--- config.mk ---
export PLATFORM = sky130hd
export DESIGN_NAME = check_bit_tree
export DESIGN_NICKNAME = d
export VERILOG_FILES = /design/src/ecc_pkg.sv /design/src/check_bit_tree.sv
export VERILOG_INCLUDE_DIRS = /design/src /design/src/src
export SDC_FILE = /design/constraint.sdc
export NUM_CORES = 1
export LEC_CHECK = 0
export BUFFER_PORTS_ARGS = -buffer_cell sky130_fd_sc_hd__buf_2
export CAP_MARGIN = 20
export CORE_MARGIN = 2
export CORE_UTILIZATION = 24
export CTS_CLUSTER_SIZE = 30
export DETAILED_ROUTE_END_ITERATION = 8
export GPL_TIMING_DRIVEN = 0
export PLACE_DENSITY = 0.79
export SYNTH_ARGS = -nofsm -noshare
export SYNTH_HDL_FRONTEND = slang
export SYNTH_SLANG_ARGS = --single-unit
export TNS_END_PERCENT = 50
--- constraint.sdc ---
create_clock -name clk -period 0.8 [get_ports clk]
set_input_delay 0.04 -clock clk [delete_from_list [all_inputs] [get_ports clk]]
set_output_delay 0.04 -clock clk [all_outputs]
set_load 0.005 [all_outputs]
--- src/ecc_cfg.svh ---
`ifndef ECC_CFG_SVH
`define ECC_CFG_SVH

// Payload width of the protected word
`define ECC_DATA_W 88

// SEC-DED check bits, the top one is the overall parity
`define ECC_CHECK_W 8

// Edges from a sampled in_valid to the matching out_valid
`define ECC_LATENCY 3

`endif

--- src/ecc_pkg.sv ---
`default_nettype none

`include "ecc_cfg.svh"

package ecc_pkg;

    // Everything the pipeline carries for one word
    typedef struct packed {
        logic [`ECC_DATA_W-1:0]  data;
        logic [`ECC_CHECK_W-1:0] check;   // Check bits as received
        logic                    bypass;
    } ecc_word_t;

    // The syndrome splits into the overall parity bit and a 7-bit position
    typedef struct packed {
        logic                    overall;
        logic [`ECC_CHECK_W-2:0] position;
    } syndrome_fields_t;

    typedef union packed {
        logic [`ECC_CHECK_W-1:0] raw;
        syndrome_fields_t        fields;
    } syndrome_u;

    // Check column of data bit i.
    // Data bit i sits at the i-th position from 3 upward that is not a power of
    // two, so the powers of two stay free for the check bits themselves.
    // The top bit is set when the position has even weight, which makes every
    // column odd weight and keeps double errors apart from single ones.
    function automatic logic [`ECC_CHECK_W-1:0] column_of(input int unsigned i);
        logic [`ECC_CHECK_W-2:0] pos;
        int unsigned             n;
        pos = '0;
        n   = 0;
        for (int unsigned p = 3; p < (1 << (`ECC_CHECK_W - 1)); p++) begin
            if ((p & (p - 1)) != 0) begin   // Skip powers of two
                if (n == i)
                    pos = p[`ECC_CHECK_W-2:0];
                n++;
            end
        end
        return {~^pos, pos};
    endfunction

endpackage

`default_nettype wire

--- src/check_bit_tree.sv ---
`timescale 1ns/1ps
`include "ecc_cfg.svh"
`default_nettype none

module check_bit_tree #(
    parameter int BIT = 0   // Which check bit this lane owns
) (
    input  logic               clk,
    input  logic               rst_n,
    input  ecc_pkg::ecc_word_t stage1,
    output logic               check_bit,
    output logic               syn_bit
);

    // Data bits whose column has bit BIT set
    function automatic logic [`ECC_DATA_W-1:0] lane_mask();
        logic [`ECC_DATA_W-1:0]  m;
        logic [`ECC_CHECK_W-1:0] col;
        m = '0;
        for (int i = 0; i < `ECC_DATA_W; i++) begin
            col  = ecc_pkg::column_of(i);
            m[i] = col[BIT];
        end
        return m;
    endfunction

    localparam logic [`ECC_DATA_W-1:0] MASK = lane_mask();

    logic recomputed;

    assign recomputed = ^(stage1.data & MASK);

    always_ff @(posedge clk or negedge rst_n) begin
        if (!rst_n) begin
            check_bit <= 1'b0;
            syn_bit   <= 1'b0;
        end else begin
            check_bit <= recomputed;
            syn_bit   <= recomputed ^ stage1.check[BIT];   // Nonzero means a mismatch
        end
    end

    // The syndrome must line up with the check bit of the same word
    a_syn_aligned: assert property (
        @(posedge clk) disable iff (!rst_n)
        syn_bit == (check_bit ^ $past(stage1.check[BIT]))
    );

endmodule

`default_nettype wire

* After elaboration in Yosys (flattened, before gate mapping)
Cells that the tools add are included.
Word-level totals: bits of input ports 99, flip-flop bits (word level) 2, output and inout port bits 2
Cells by class: bitwise gates (word level) 1, reductions and logical operators 1
Operators with widths (number):
- 88-bit XOR reduction | 1
- 1-bit bitwise XOR | 1

* Logic depth before layout (Yosys ltp)
Gate-level depths: netlist (run 1).
word-level depth 2, depth in mapped cells 5

* Worst setup path before layout (run 1)
OpenSTA, ideal clock, no wires.
path kind input -> register, from input port stage1[90] (netlist bit), to register syn_bit, arrival 1.396 ns, stages on the path 5, path buffers 0, path slack -0.729 ns, data required time 0.666 ns, cell sequence xnor3_1 -> xnor3_1 -> xnor3_1 -> xnor3_2 -> xnor3_1
On the way: cells in the longest elaborated chain, start to end 2
RTL lines:
- start: declaration | RTL line check_bit_tree.sv:10 | input ecc_pkg::ecc_word_t stage1,
- 88-bit XOR reduction | RTL line check_bit_tree.sv:31 | assign recomputed = ^(stage1.data & MASK);
- 1-bit bitwise XOR | RTL line check_bit_tree.sv:39 | syn_bit <= recomputed ^ stage1.check[BIT];
- end signal: assignment | RTL line check_bit_tree.sv:39
- end: declaration | RTL line check_bit_tree.sv:12 | output logic syn_bit
No other way between the ends.

* Worst setup path after layout (run 1)
Same ends and word-level chain as after synthesis.

==> results by group, run 1 <==
Setup path
  – CP arrival: 1400 ps
  – Worst EP required: 900 ps
  – Startpoint types: input pin
  – Critical Path Sink Type: flip-flop
  – Max FO, Critical Path: 2
  – Critical path class: input pin to flip-flop

Detailed routing
  – Post-DRT Antenna Nets: 0
  – Avg Vias per Cell: 4.00
  – Wire length per cell: 9.39 µm
  – DRC: 0
  – Final WL: approximately 1200 µm
  – Vias: 508
  – Initial DRC Count: 5
  – DR pass1 iterations: 2

Layout
  – Final Cell Area: 846 µm²
  – Nets: 201
  – Share of layout cells above drive strength 1: 0.570
  – Synth-to-layout area growth: 70.3%
  – Commonest non-fill, non-tap cell in the layout: buf_2
  – Most frequent cells in the layout: 49 x buf_2, 32 x xnor2_1, 4 x xor2_1, 4 x xnor3_1, 3 x clkbuf_4
  – Antenna Cells: 0

Die
  – Initial Util: 0.253
  – Die H: 49.5 µm
  – Die area: 0.00245 mm²
  – Die Wd: 49.5 µm
  – CORE AREA: 0.00196 mm²
  – # rows: 16
  – Ports: between 100 and 150

STA
  – Minimum clock period after layout: between 1000 and 1500 ps
  – RSZ-0062 raised after global routing: yes
  – Pin slew with the least headroom to its limit: 305 ps
  – Final Hold Viols: 0
  – WHS: 126 ps
  – Final worst slack: -506 ps
  – Fmax: 0.766 GHz
  – Final setup fails: 2
  – Rel. slew slack: 0.795
  – Period utilization: 1.63
  – Max Slew Vio Count: 0

Yosys
  – Mapped Area: 497 µm²
  – Register bit total from synthesis: 2
  – Avg Cell Area, Syn: 11.0 µm²
  – Synth cell types: 5
  – Syn. warnings: 0
  – Post-synthesis sequential area ratio: 0.101
  – Syn Nets: 144
  – Mapped Cells: 45

Min path
  – Hold Path Class: input pin to asynchronous set/reset pin

Power
  – PD cells: 1880 mW/mm²
  – Static Leak: 0.423 nW
  – VDD IR max: 0.631 mV
  – Power Total: 1.59 mW

Clock tree
  – Postcts setup bufs: 0
  – Worst-path clk slew: ~30 ps
  – Clk root buf: clkbuf_4
  – CTS H-Tree Depth: 1
  – Num CTS Buffers: 3
  – Clock sink count: 2
  – CTS tree: yes
  – Bufs on Longest Clock Path: 2

Global route
  – Total grt overflow: 0
  – First-pass GRT wire length: 2040 µm
  – Largest net degree at the start of global routing: 3
  – GRT Overall Usage: 0.111
  – Vias in the first global route: between 500 and 600
  – Initial antenna violation count: 0

Place
  – Post-place setup slack: -786 ps
  – Post-DP Area: 786 µm²
  – IO Port Bufs: 51
  – Routability cong.: 0.580

Job
  – Total of max-cap violations: 0

Status
  – Status: complete, but fails checks
  – Failing checks: negative setup slack
==> metrics by stage <==
stage	utilization	cells	setup TNS (ps)
floorplan	-	45	-1100
finish	0.431	127	-965
global placement	0.401	123	-1390
global route	0.431	127	-1070
detailed placement	0.401	123	-1520
CTS	0.427	127	-1010
==> sequential cells by signal, indices dropped and copies added, names as in the netlist <==
signal	cells
syn_bit	1
check_bit	1
==> critical path, stage by stage <==
cell and delay, ps:
buf_6 90, xnor3_1 360, xnor3_1 230, xnor3_1 220, xnor3_2 270, xnor3_1 190
==> cell families after synthesis <==
family | after synthesis | synth area share
xor gates and xnor gates | 43 | 0.899
DFF | 2 | 0.101
==> power by group <==
part	internal (mW)	switching, mW
Clock	0.166	0.0612
Combinational	0.751	0.424
Sequential	0.176	0.0121
==> routing by layer <==
metal | up-vias | wire, µm | GRT usage
li1 | 250 | - | -
met1 | 230 | 324 | 0.0822
met2 | 28 | 744 | 0.230
met3 | 0 | 123 | 0.0485
met4 | 0 | 0 | 0.0556
met5 | - | 0 | 0
==> how the worst max path moves through the flow <==
stage	startpoint	endpoint	slack, ps	depth (start not counted)
5_1_grt	stage1[90]	syn_bit	-560	6
3_5_place_dp	stage1[86]	syn_bit	-790	6
3_3_place_gp	stage1[90]	syn_bit	-720	6
6_report	stage1[90]	syn_bit	-510	6
4_1_cts	stage1[90]	syn_bit	-530	6
2_1_floorplan	stage1[90]	syn_bit	-590	5
==> cells in the mapped netlist <==
| master | n | area share |
|---|---|---|
| xnor3_2 | 1 | 0.048 |
| dfrtp_1 | 2 | 0.10 |
| xnor2_1 | 34 | 0.60 |
| xor2_1 | 4 | 0.071 |
| xnor3_1 | 4 | 0.18 |
==> area by class of cell <==
class                           instances  area, µm²
Clock buffer                            3       22.5
Fill cell                             214       1120
Multi-Input combinational cell         43        462
Sequential cell                         2       50.0
Tap cell                               27       33.8
Timing Repair Buffer                   52        278
==> repair_timing <==
item	CTS	global route
resized for setup	3	1
pin swaps	2	0
hold buffers	1	0
endpoints found under the hold margin	2	0
setup endpoints to repair	2	2
Note: power is estimated with default switching activity, not from simulation.
==> inputs of run 2 (changes only) <==
SKIP_LAST_GASP = 1   (was unset)
==> run 2 against run 1 <==
The flow still finishes with violations (negative setup slack). Design area shrank 3.3%. Final cell count unchanged. Critical path depth is the same. Die area did not move. Non-clock buffer count is the same. Via count unchanged. Hold slack about the same. Global-route usage decreased by 0.20 points. Sequential cell count did not move. Critical endpoint unchanged. Highest routed layer unchanged.
==> results by group, run 2 (synthesis gave the netlist of run 1 again) <==
STA
  – Rel. slew slack: 0.795
  – Final setup fails: 2
  – Final Hold Viols: 0
  – Max Slew Vio Count: 0
  – Minimum clock period after layout: 1330 ps
  – Final worst slack: -527 ps
  – WHS: 126 ps
  – Fmax: between 0.7 and 0.8 GHz
  – Period utilization: 1.66
  – RSZ-0062 raised after global routing: yes
  – Pin slew with the least headroom to its limit: 306 ps

Setup path
  – Critical path class: input pin to flip-flop
  – Startpoint types: input pin
  – Critical Path Sink Type: flip-flop
  – Max FO, Critical Path: 2
  – CP arrival: 1420 ps
  – Setup crit start: stage1[86]
  – Worst EP required: ~900 ps

Die
  – Die H: 49.5 µm
  – Ports: 101
  – Die area: between 0.002 and 0.0025 mm²
  – # rows: 16
  – Die Wd: 49.5 µm
  – CORE AREA: 0.00196 mm²
  – Initial Util: 0.253

Detailed routing
  – DR pass1 iterations: 2
  – Post-DRT Antenna Nets: 0
  – Avg Vias per Cell: 4.00
  – DRC: 0
  – Initial DRC Count: 7
  – Wire length per cell: around 9.3 µm
  – Vias: 508
  – Final WL: 1180 µm

Clock tree
  – Clk root buf: clkbuf_4
  – Bufs on Longest Clock Path: 2
  – Worst-path clk slew: around 30 ps
  – CTS tree: yes
  – Clock sink count: 2
  – CTS H-Tree Depth: 1
  – Num CTS Buffers: 3

Layout
  – Fin cells: 127
  – Fillers: between 200 and 250
  – Nets: 201
  – Top Registers: check_bit: 1 flops, syn_bit: 1 flops
  – Synth-to-layout area growth: 64.7%
  – Share of layout cells above drive strength 1: 0.550
  – Antenna Cells: 0
  – Commonest non-fill, non-tap cell in the layout: buf_2
  – Final core occ: 0.417
  – Most frequent cells in the layout: 51 x buf_2, 34 x xnor2_1, 4 x xor2_1, 4 x xnor3_1, 3 x clkbuf_4

Place
  – Post-place setup slack: -786 ps
  – DP Cell Count: between 100 and 150
  – Routability cong.: 0.580
  – IO Port Bufs: a little over 50

Global route
  – Vias in the first global route: 522
  – Total grt overflow: 0
  – Initial antenna violation count: 0
  – Largest net degree at the start of global routing: 3
  – First-pass GRT wire length: 2000 µm
  – GRT Overall Usage: 0.109

Status
  – Failing checks: negative setup slack
  – Status: complete, but fails checks

Min path
  – Hold Path Class: input pin to asynchronous set/reset pin

Power
  – VDD IR max: between 0.6 and 0.7 mV
  – PD cells: 1920 mW/mm²
  – Power Total: 1.57 mW
  – Static Leak: 0.407 nW

Job
  – Total of max-cap violations: 0
-- run 2: cell type report --
class,count,area [µm²],share of cell area
well taps,27,33.8,0.0413
flip-flops and latches,2,50.0,0.0612
multi-input cells,43,447,0.546
repair buffers,52,265,0.324
clock buffers,3,22.5,0.0275
-- run 2: stage by stage --
step	area, µm²	TNS [ps]
after detailed placement	786	-1520
after CTS	818	-1050
after floorplan	497	-1100
after global routing	818	-1160
after global placement	786	-1390
final	818	-1010
-- run 2: path summary, 6_finish.rpt --
path | end | slack [ps] | depth (start not counted)
worst max-delay path | syn_bit | -530 | 6
worst min-delay path | syn_bit | 130 | 2
max in group asynchronous | check_bit | 580 | 2
min in group clk | syn_bit | 150 | 2
-- run 2: where the power goes --
part	internal [mW]	switching, mW
clock network	0.166	0.0607
registers	0.176	0.0121
logic	0.739	0.417
total	1.08	0.490
-- run 2: repair_timing --
action / 4_1_cts / 5_1_grt
hold buffers: 1 / 0
endpoints found under the setup margin: 2 / 2
setup buffers: 0 / 0
endpoints found under the hold margin: 2 / 0
gates resized for setup: 0 / 0
-- run 2: per-layer routing --
| layer | global-route usage | share of wire | vias up | routed length [µm] |
|---|---|---|---|---|
| met4 | 0.0556 | 0 | 0 | 0 |
| li1 | - | - | 250 | - |
| met5 | 0 | 0 | - | 0 |
| met3 | 0.0485 | 0.11 | 0 | 128 |
| met1 | 0.0821 | 0.28 | 230 | 326 |
| met2 | 0.223 | 0.61 | 28 | 728 |
-- run 2: critical path, cell delays in order --
cell and delay (ps):
buf_2 100, xnor2_1 160, xnor3_1 430, xnor3_1 220
xnor3_2 270, xnor3_1 190
