**config.mk**
```make
export PLATFORM = sky130hd
export DESIGN_NAME = ecc_in_stage
export DESIGN_NICKNAME = d
export VERILOG_FILES = /design/src/ecc_pkg.sv /design/src/ecc_in_stage.sv
export VERILOG_INCLUDE_DIRS = /design/src /design/src/src
export SDC_FILE = /design/constraint.sdc
export NUM_CORES = 1
export LEC_CHECK = 0
export BUFFER_PORTS_ARGS = -buffer_cell sky130_fd_sc_hd__buf_4
export CORE_MARGIN = 4
export CORE_UTILIZATION = 45
export DETAILED_ROUTE_END_ITERATION = 7
export MAX_ROUTING_LAYER = met4
export PLACE_DENSITY = 0.8
export REMOVE_ABC_BUFFERS = 1
export SYNTH_ARGS = -nofsm -noshare
export SYNTH_HDL_FRONTEND = slang
export SYNTH_SLANG_ARGS = --single-unit
export TNS_END_PERCENT = 10
```
**constraint.sdc**
```tcl
create_clock -name clk -period 0.85 [get_ports clk]
set_input_delay 0.0425 -clock clk [delete_from_list [all_inputs] [get_ports clk]]
set_output_delay 0.0425 -clock clk [all_outputs]
set_load 0.02 [all_outputs]
```
**src/ecc_cfg.svh**
```systemverilog
`ifndef ECC_CFG_SVH
`define ECC_CFG_SVH

// Payload width of the protected word
`define ECC_DATA_W 88

// SEC-DED check bits, the top one is the overall parity
`define ECC_CHECK_W 8

// Edges from a sampled in_valid to the matching out_valid
`define ECC_LATENCY 3

`endif

```
**src/ecc_pkg.sv**
```systemverilog
`default_nettype none

`include "ecc_cfg.svh"

package ecc_pkg;

    // Everything the pipeline carries for one word
    typedef struct packed {
        logic [`ECC_DATA_W-1:0]  data;
        logic [`ECC_CHECK_W-1:0] check;   // Check bits as received
        logic                    bypass;
    } ecc_word_t;

    // The syndrome splits into the overall parity bit and a 7-bit position
    typedef struct packed {
        logic                    overall;
        logic [`ECC_CHECK_W-2:0] position;
    } syndrome_fields_t;

    typedef union packed {
        logic [`ECC_CHECK_W-1:0] raw;
        syndrome_fields_t        fields;
    } syndrome_u;

    // Check column of data bit i.
    // Data bit i sits at the i-th position from 3 upward that is not a power of
    // two, so the powers of two stay free for the check bits themselves.
    // The top bit is set when the position has even weight, which makes every
    // column odd weight and keeps double errors apart from single ones.
    function automatic logic [`ECC_CHECK_W-1:0] column_of(input int unsigned i);
        logic [`ECC_CHECK_W-2:0] pos;
        int unsigned             n;
        pos = '0;
        n   = 0;
        for (int unsigned p = 3; p < (1 << (`ECC_CHECK_W - 1)); p++) begin
            if ((p & (p - 1)) != 0) begin   // Skip powers of two
                if (n == i)
                    pos = p[`ECC_CHECK_W-2:0];
                n++;
            end
        end
        return {~^pos, pos};
    endfunction

endpackage

`default_nettype wire

```
**src/ecc_in_stage.sv**
```systemverilog
`timescale 1ns/1ps
`include "ecc_cfg.svh"
`default_nettype none

module ecc_in_stage (
    input  logic                    clk,
    input  logic                    rst_n,
    input  logic                    in_valid,
    input  logic                    bypass,
    input  logic [`ECC_DATA_W-1:0]  data_in,
    input  logic [`ECC_CHECK_W-1:0] parity_in,
    output ecc_pkg::ecc_word_t      stage1,
    output logic                    stage1_valid
);

    ecc_pkg::ecc_word_t word_d;

    assign word_d = '{data: data_in, check: parity_in, bypass: bypass};

    // The payload is only loaded on a strobe, so the lanes keep seeing the
    // last word while the input is idle
    always_ff @(posedge clk or negedge rst_n) begin
        if (!rst_n) begin
            stage1 <= '0;
        end else if (in_valid) begin
            stage1 <= word_d;
        end
    end

    always_ff @(posedge clk or negedge rst_n) begin
        if (!rst_n) begin
            stage1_valid <= 1'b0;
        end else begin
            stage1_valid <= in_valid;
        end
    end

    // An X here would spread through every later valid stage
    a_valid_known: assert property (
        @(posedge clk) disable iff (!rst_n)
        !$isunknown(stage1_valid)
    );

endmodule

`default_nettype wire

```
After elaboration in Yosys (flattened, before gate mapping). Index checks and enable logic that the tools add are counted. Widths: inputs -> output; s select.

Flip-flop bits (word level): 98. Input bits: 100. Output and inout bits: 98. Logic and storage cells: 4.

Depth between registers and ports, before layout. Gate-level depths: netlist (run 1).

Depth in word-level cells: 0. Depth in mapped cells: 4. Depth with buffers taken out: 1.

Worst setup path after synthesis (run 1). Ideal clock, no wire load.

Path type: input-to-reg. From: input in_valid. To: register stage1[1] in the netlist's numbering. Library setup time: 125 ps. Arrival time: 723 ps. Data required time: 725 ps. Setup slack: 2 ps. Stages on the path: 4. Path buffers: 3. Cells stage by stage: buf_6 buf_6 buf_6 mux2_4.

RTL lines: start: declaration (RTL line ecc_in_stage.sv:8) `input logic in_valid,`; end signal: assignment (RTL line ecc_in_stage.sv:26) `stage1 <= word_d;`; end: declaration (RTL line ecc_in_stage.sv:12) `output ecc_pkg::ecc_word_t stage1,`.

No word-level cell between the ends.

Final worst setup path (run 1).
From: register stage1[87] in the netlist's numbering. To: output stage1[87] in the netlist's numbering.

No word-level cell between the ends.

==> impl_metrics.yaml, run 1 <==
job:
  drv_cap: 0
setup_path:
  r2r_slack_ns: -0.09
  cp-start-kind: "flip-flop"
  worst-path-buf-inv: 1
  crit_family: "flip-flops"
  reg2reg_to: "stage1[2]$_DFFE_PN0P_"
  timing.rr.start: "stage1[2]$_DFFE_PN0P_"
  crit_type: "flip-flop to output port"
  crit_fanout: 2
  crit_required_ns: 0.81
  worstPathArrival_ns: 0.93
  cp_cell_sequence: "buf_6"
  slowest_stage: "dfrtp_1"
  end_kind: "output port"
  reg2regPathDepth: 2
  cpPeakStageDelay_ns: 0.42
synth:
  yosys_warnings: 0
  synth_area_per_cell_um2: 18.2
  synth_cell_types: 5
  synthesis.area_um2: 3740
  synth_cells: 206
  ys_seq_area_frac: 0.655
  synth_seq_cells: 98
routing:
  via_per_inst: 4.75
  drcViolationCount: 0
  drt_first_iter_violations: 92
  ant_nets: 0
  wirelength_mm: 13.3
  vias: 3032
  avgRoutedWirePerCell_um: 20.8
  firstDrtPassIters: 4
floorplanning:
  die_w_um: 99.2
  top_level_ports: 198
  die-height_um: 99.2
  die_area_um2: 9840
  placementRows: 33
  start_util: 0.460
  core-area_um2: 8130
layout:
  fillers: 358
  drive_above_1_share: 0.629
  final_area_um2: 7140
  diodes: 0
  num-nets-final: 628
  area_growth_pct: 90.7
global_route:
  grt.overflow.total: 0
  grt_pass1_wl_mm: 20.3
  grt_antenna_before_repair: 0
  grt_max_degree: 37
  first_global_vias: 3610
  grt_usage: 0.283
pwr:
  swShare: 0.270
  vdd_drop_max_uv: 1170
  switchingPower_mw: 3.40
  total_power_mw: 12.6
  combPwrFrac: 0.280
  power.share.clock: 0.282
  p_int_mw: 9.17
  p_leak_nw: 3.42
  power_frac_seq: 0.438
  p_per_area_nw_per_um2: 1760
sta:
  slew_headroom: 0.818
  tightest_slew_ns: 0.273
  period_share: 1.15
  post-route-min-period_ns: 0.975
  skew_ns: 0
  setup_tns_ns: -9.96
  hold_viol: 0
  rsz0062_at_grt: "yes"
  fin_ws_ns: -0.125
  finalSetupViolCount: 115
  timing.fmax_mhz: 1030
  maxSlewViolCount: 0
cts:
  htreeDepth: 3
  cts_buffers: 9
  cts_tree: "built"
  clk_latency_ns: 0.36
  clock-sinks: 98
  clk_pin_slew_worst_paths_ns: 0.10
  clock-root-buffer: "clkbuf_8"
  cts_buffer_depth: 2
min_path:
  hp-class: "primary input to async pin"
run_status:
  violations: "setup timing"
  status: "finished with violations"
placement:
  placed_area_um2: 5430
  portBuffers: 197
  hpwl_mm: 7.02
  gp_congestion: 0.747
==> cells in the final DEF (no fill, tap or decap) <==
| master | instances |
|---|---|
| buf_12 | 7 |
| buf_4 | 121 |
| clkinv_2 | 1 |
| clkbuf_1 | 2 |
| buf_6 | 96 |
| mux2_2 | 65 |
| dlygate4sd3_1 | 98 |
| clkinvlp_4 | 1 |
| clkbuf_8 | 9 |
| mux2_4 | 32 |
| dfrtp_1 | 98 |
| bufinv_16 | 3 |
==> power by group through the flow <==
stage / sequential, mW / combinational (mW) / clock (mW)
5_1_grt: 5.56 / 3.67 / 3.81
3_5_place_dp: 5.47 / 2.65 / 0
6_report: 5.51 / 3.52 / 3.55
3_3_place_gp: 5.44 / 2.60 / 0
4_1_cts: 5.46 / 3.40 / 3.58
2_1_floorplan: 6.03 / 0.566 / 0
==> cell usage after synthesis (all sizes together) <==
master	n	area [um2]
buf	11	86.3
mux2	97	1200
dfrtp	98	2450
==> worst max path at each step <==
| stage | from | endpoint | slack (ns) | depth (start not counted) |
|---|---|---|---|---|
| after floorplan | stage1[1]$_DFFE_PN0P_ | stage1[1]$_DFFE_PN0P_ | 0.02 | 1 |
| after global placement | in_valid | stage1[36]$_DFFE_PN0P_ | -0.05 | 3 |
| after detailed placement | in_valid | stage1[44]$_DFFE_PN0P_ | -0.08 | 3 |
| after CTS | stage1[38]$_DFFE_PN0P_ | stage1[38] | -0.12 | 1 |
| after global routing | stage1[87]$_DFFE_PN0P_ | stage1[87] | -0.17 | 1 |
| final | stage1[87]$_DFFE_PN0P_ | stage1[87] | -0.12 | 1 |
==> repair_timing <==
| action | in CTS | in global routing |
|---|---|---|
| hold buffers | 98 | 0 |
| endpoints found under the hold margin | 195 | 0 |
| endpoints found under the setup margin | 98 | 113 |
| gates cloned | 0 | 0 |
| resized for setup | 92 | 6 |
| buffers inserted | 15 | 2 |
==> per-stage QoR <==
step                      setup slack (ns)  utilization  hold slack (ns)  std cells
after floorplan                     0.0153            -           -0.253        195
after detailed placement           -0.0821        0.668          -0.0669        507
after global routing                -0.165        0.878           0.0754        638
after CTS                           -0.115        0.873           0.0747        636
after global placement             -0.0545        0.668          -0.0625        507
final                               -0.125        0.878           0.0957        638
==> routing by layer <==
layer  global-route usage  vias to the layer above  share of wire  wire length (um)
li1                     -                     1362              -                 -
met1                0.288                     1519           0.35              4600
met2                0.543                      128           0.59              7790
met3               0.0554                       23          0.045               600
met4               0.0861                        0          0.021               284
met5                    -                        -              0                 0
==> registers in the layout (all words and copies together) (netlist names) <==
register and cells:
stage1 97, stage1_valid 1
==> area by class of cell <==
type,count,area (um2),area share
clock inverter,5,103,0.0144
multi-input combinational,97,1210,0.170
timing repair buffer,322,3110,0.436
clock buffer,11,131,0.0184
sequential,98,2450,0.343
tap,105,131,0.0184
==> logic make-up after synthesis <==
kind of cell  after synthesis  synth area share
flops                      98             0.655
mux                        97             0.322
buf+inv                    11            0.0231
No activity file was read; power rests on OpenSTA's default activity.
==> run 2, diff against run 1 <==
--- a/config.mk
+++ b/config.mk
@@ -6,12 +6,11 @@
 export SDC_FILE = /design/constraint.sdc
 export NUM_CORES = 1
 export LEC_CHECK = 0
-export BUFFER_PORTS_ARGS = -buffer_cell sky130_fd_sc_hd__buf_4
 export CORE_MARGIN = 4
-export CORE_UTILIZATION = 45
+export CORE_UTILIZATION = 50
 export DETAILED_ROUTE_END_ITERATION = 7
+export DONT_BUFFER_PORTS = 1
 export MAX_ROUTING_LAYER = met4
-export PLACE_DENSITY = 0.8
 export REMOVE_ABC_BUFFERS = 1
 export SYNTH_ARGS = -nofsm -noshare
 export SYNTH_HDL_FRONTEND = slang
==> impl_metrics.yaml, run 2 (synthesis results as in run 1) <==
routing:
  vias: 2565
  ant_nets: 0
  via_per_inst: 4.91
  firstDrtPassIters: 4
  drt_first_iter_violations: 65
  avgRoutedWirePerCell_um: 20.6
  drcViolationCount: 0
  wirelength_mm: 10.8
run_status:
  status: "finished with violations"
  violations: "hold timing, setup timing"
placement:
  hpwl_mm: 5.81
  portBuffers: 0
  pre_cts_ws_ns: 0.0445
  gp_congestion: 0.717
pwr:
  p_per_area_nw_per_um2: 1810
  total_power_mw: 11.1
  vdd_drop_max_uv: 1180
  p_leak_nw: 2.83
global_route:
  first_global_vias: 3014
  grtUsageMet2: 0.452
  grt_max_degree: 99
  grt_pass1_wl_mm: 16.2
  grt_use_met1: 0.261
  use_met3: 0.0797
  grt.overflow.total: 0
  grt-busiest-layer: "met2"
  grt_antenna_before_repair: 0
  grt_usage: 0.251
setup_path:
  worst-path-buf-inv: 1
  crit_required_ns: 0.81
  crit_fanout: 2
  worstPathArrival_ns: 0.92
  crit_type: "flip-flop to output port"
  crit_family: "flip-flops"
  cpPeakStageDelay_ns: 0.43
  cp-start-kind: "flip-flop"
  end_kind: "output port"
  cp_cell_sequence: "buf_6"
  slowest_stage: "dfrtp_1"
cts:
  hold_buffers: 97
  cts_buffers: 9
  clock-root-buffer: "clkbuf_8"
  cts_tree: "built"
  clk_pin_slew_worst_paths_ns: 0.10
  clk_latency_ns: 0.33
  cts_buffer_depth: 2
  clock-sinks: 98
  htreeDepth: 3
floorplanning:
  die-height_um: 94.5
  placementRows: 31
  die_w_um: 94.5
  top_level_ports: 198
  die_area_um2: 8940
  start_util: 0.516
  core-area_um2: 7250
layout:
  diodes: 0
  largest_reg_flops: 97
  fillers: 320
  final_common_cell: "dfrtp_1"
  area_growth_pct: 64.9
  num-nets-final: 518
  reg.largest.list: "stage1: 97 flops, stage1_valid: 1 flops"
  drive_above_1_share: 0.539
  layout_common_cells: "dfrtp_1 (98), dlygate4sd3_1 (97), buf_6 (96)"
  top_register: "stage1"
min_path:
  hp-class: "primary input to async pin"
sta:
  skew_ns: 0
  finalSetupViolCount: 115
  tightest_slew_ns: 0.191
  timing.fmax_mhz: 1040
  maxSlewViolCount: 0
  post-route-min-period_ns: 0.963
  slew_headroom: 0.872
  hold_viol: 196
  period_share: 1.13
  rsz0062_at_grt: "yes"
  worst_hold_slack_ns: -0.619
  fin_ws_ns: -0.113
job:
  drv_cap: 0
## run 2: stage by stage
step / TNS [ns] / instance area (um2) / utilization / cells
global placement: 0 / 4510 / 0.622 / 391
detailed placement: 0 / 4510 / 0.622 / 391
global route: -12.83 / 6170 / 0.851 / 522
CTS: -9.32 / 6120 / 0.844 / 520
floorplan: 0 / 3660 / - / 195
finish: -8.46 / 6170 / 0.851 / 522
## run 2: report_power, final
part	leakage (nW)	internal (mW)	switching (mW)
Sequential	1.15	5.13	0.377
Clock	0.0919	1.24	1.57
Combinational	1.60	1.74	1.09
Total	2.83	8.10	3.04
## run 2: worst paths after layout
kind	from	end	slack, ns	cells after the start
worst max register to register	stage1[38]$_DFFE_PN0P_	stage1[38]$_DFFE_PN0P_	-0.10	2
worst max-delay path	stage1[44]$_DFFE_PN0P_	stage1[44]	-0.11	1
max in group asynchronous	rst_n	stage1[8]$_DFFE_PN0P_	1.36	0
worst min-delay path	rst_n	stage1[59]$_DFFE_PN0P_	-0.62	0
worst min register to register	stage1[10]$_DFFE_PN0P_	stage1[10]$_DFFE_PN0P_	0.54	1
min in group clk	in_valid	stage1_valid$_DFF_PN0_	-0.22	0
## run 2: cell type report
cell class | instances | area (um2) | share of cell area
flip-flops and latches | 98 | 2450 | 0.397
repair buffers | 212 | 2190 | 0.356
multi-input cells | 97 | 1210 | 0.196
clock buffers | 11 | 151 | 0.0245
well taps | 99 | 124 | 0.0201
clock inverters | 5 | 37.5 | 0.00608
## run 2: timing repair
action	in CTS	in global routing
endpoints found under the hold margin	196	196
setup endpoints to repair	97	114
gates cloned	0	0
setup buffers	16	2
gates resized for setup	89	9
## run 2: metal layers
layer	up-vias	wire, um
met5	-	0
met4	0	160
met3	17	923
met2	127	5830
met1	1280	3850
li1	1141	-
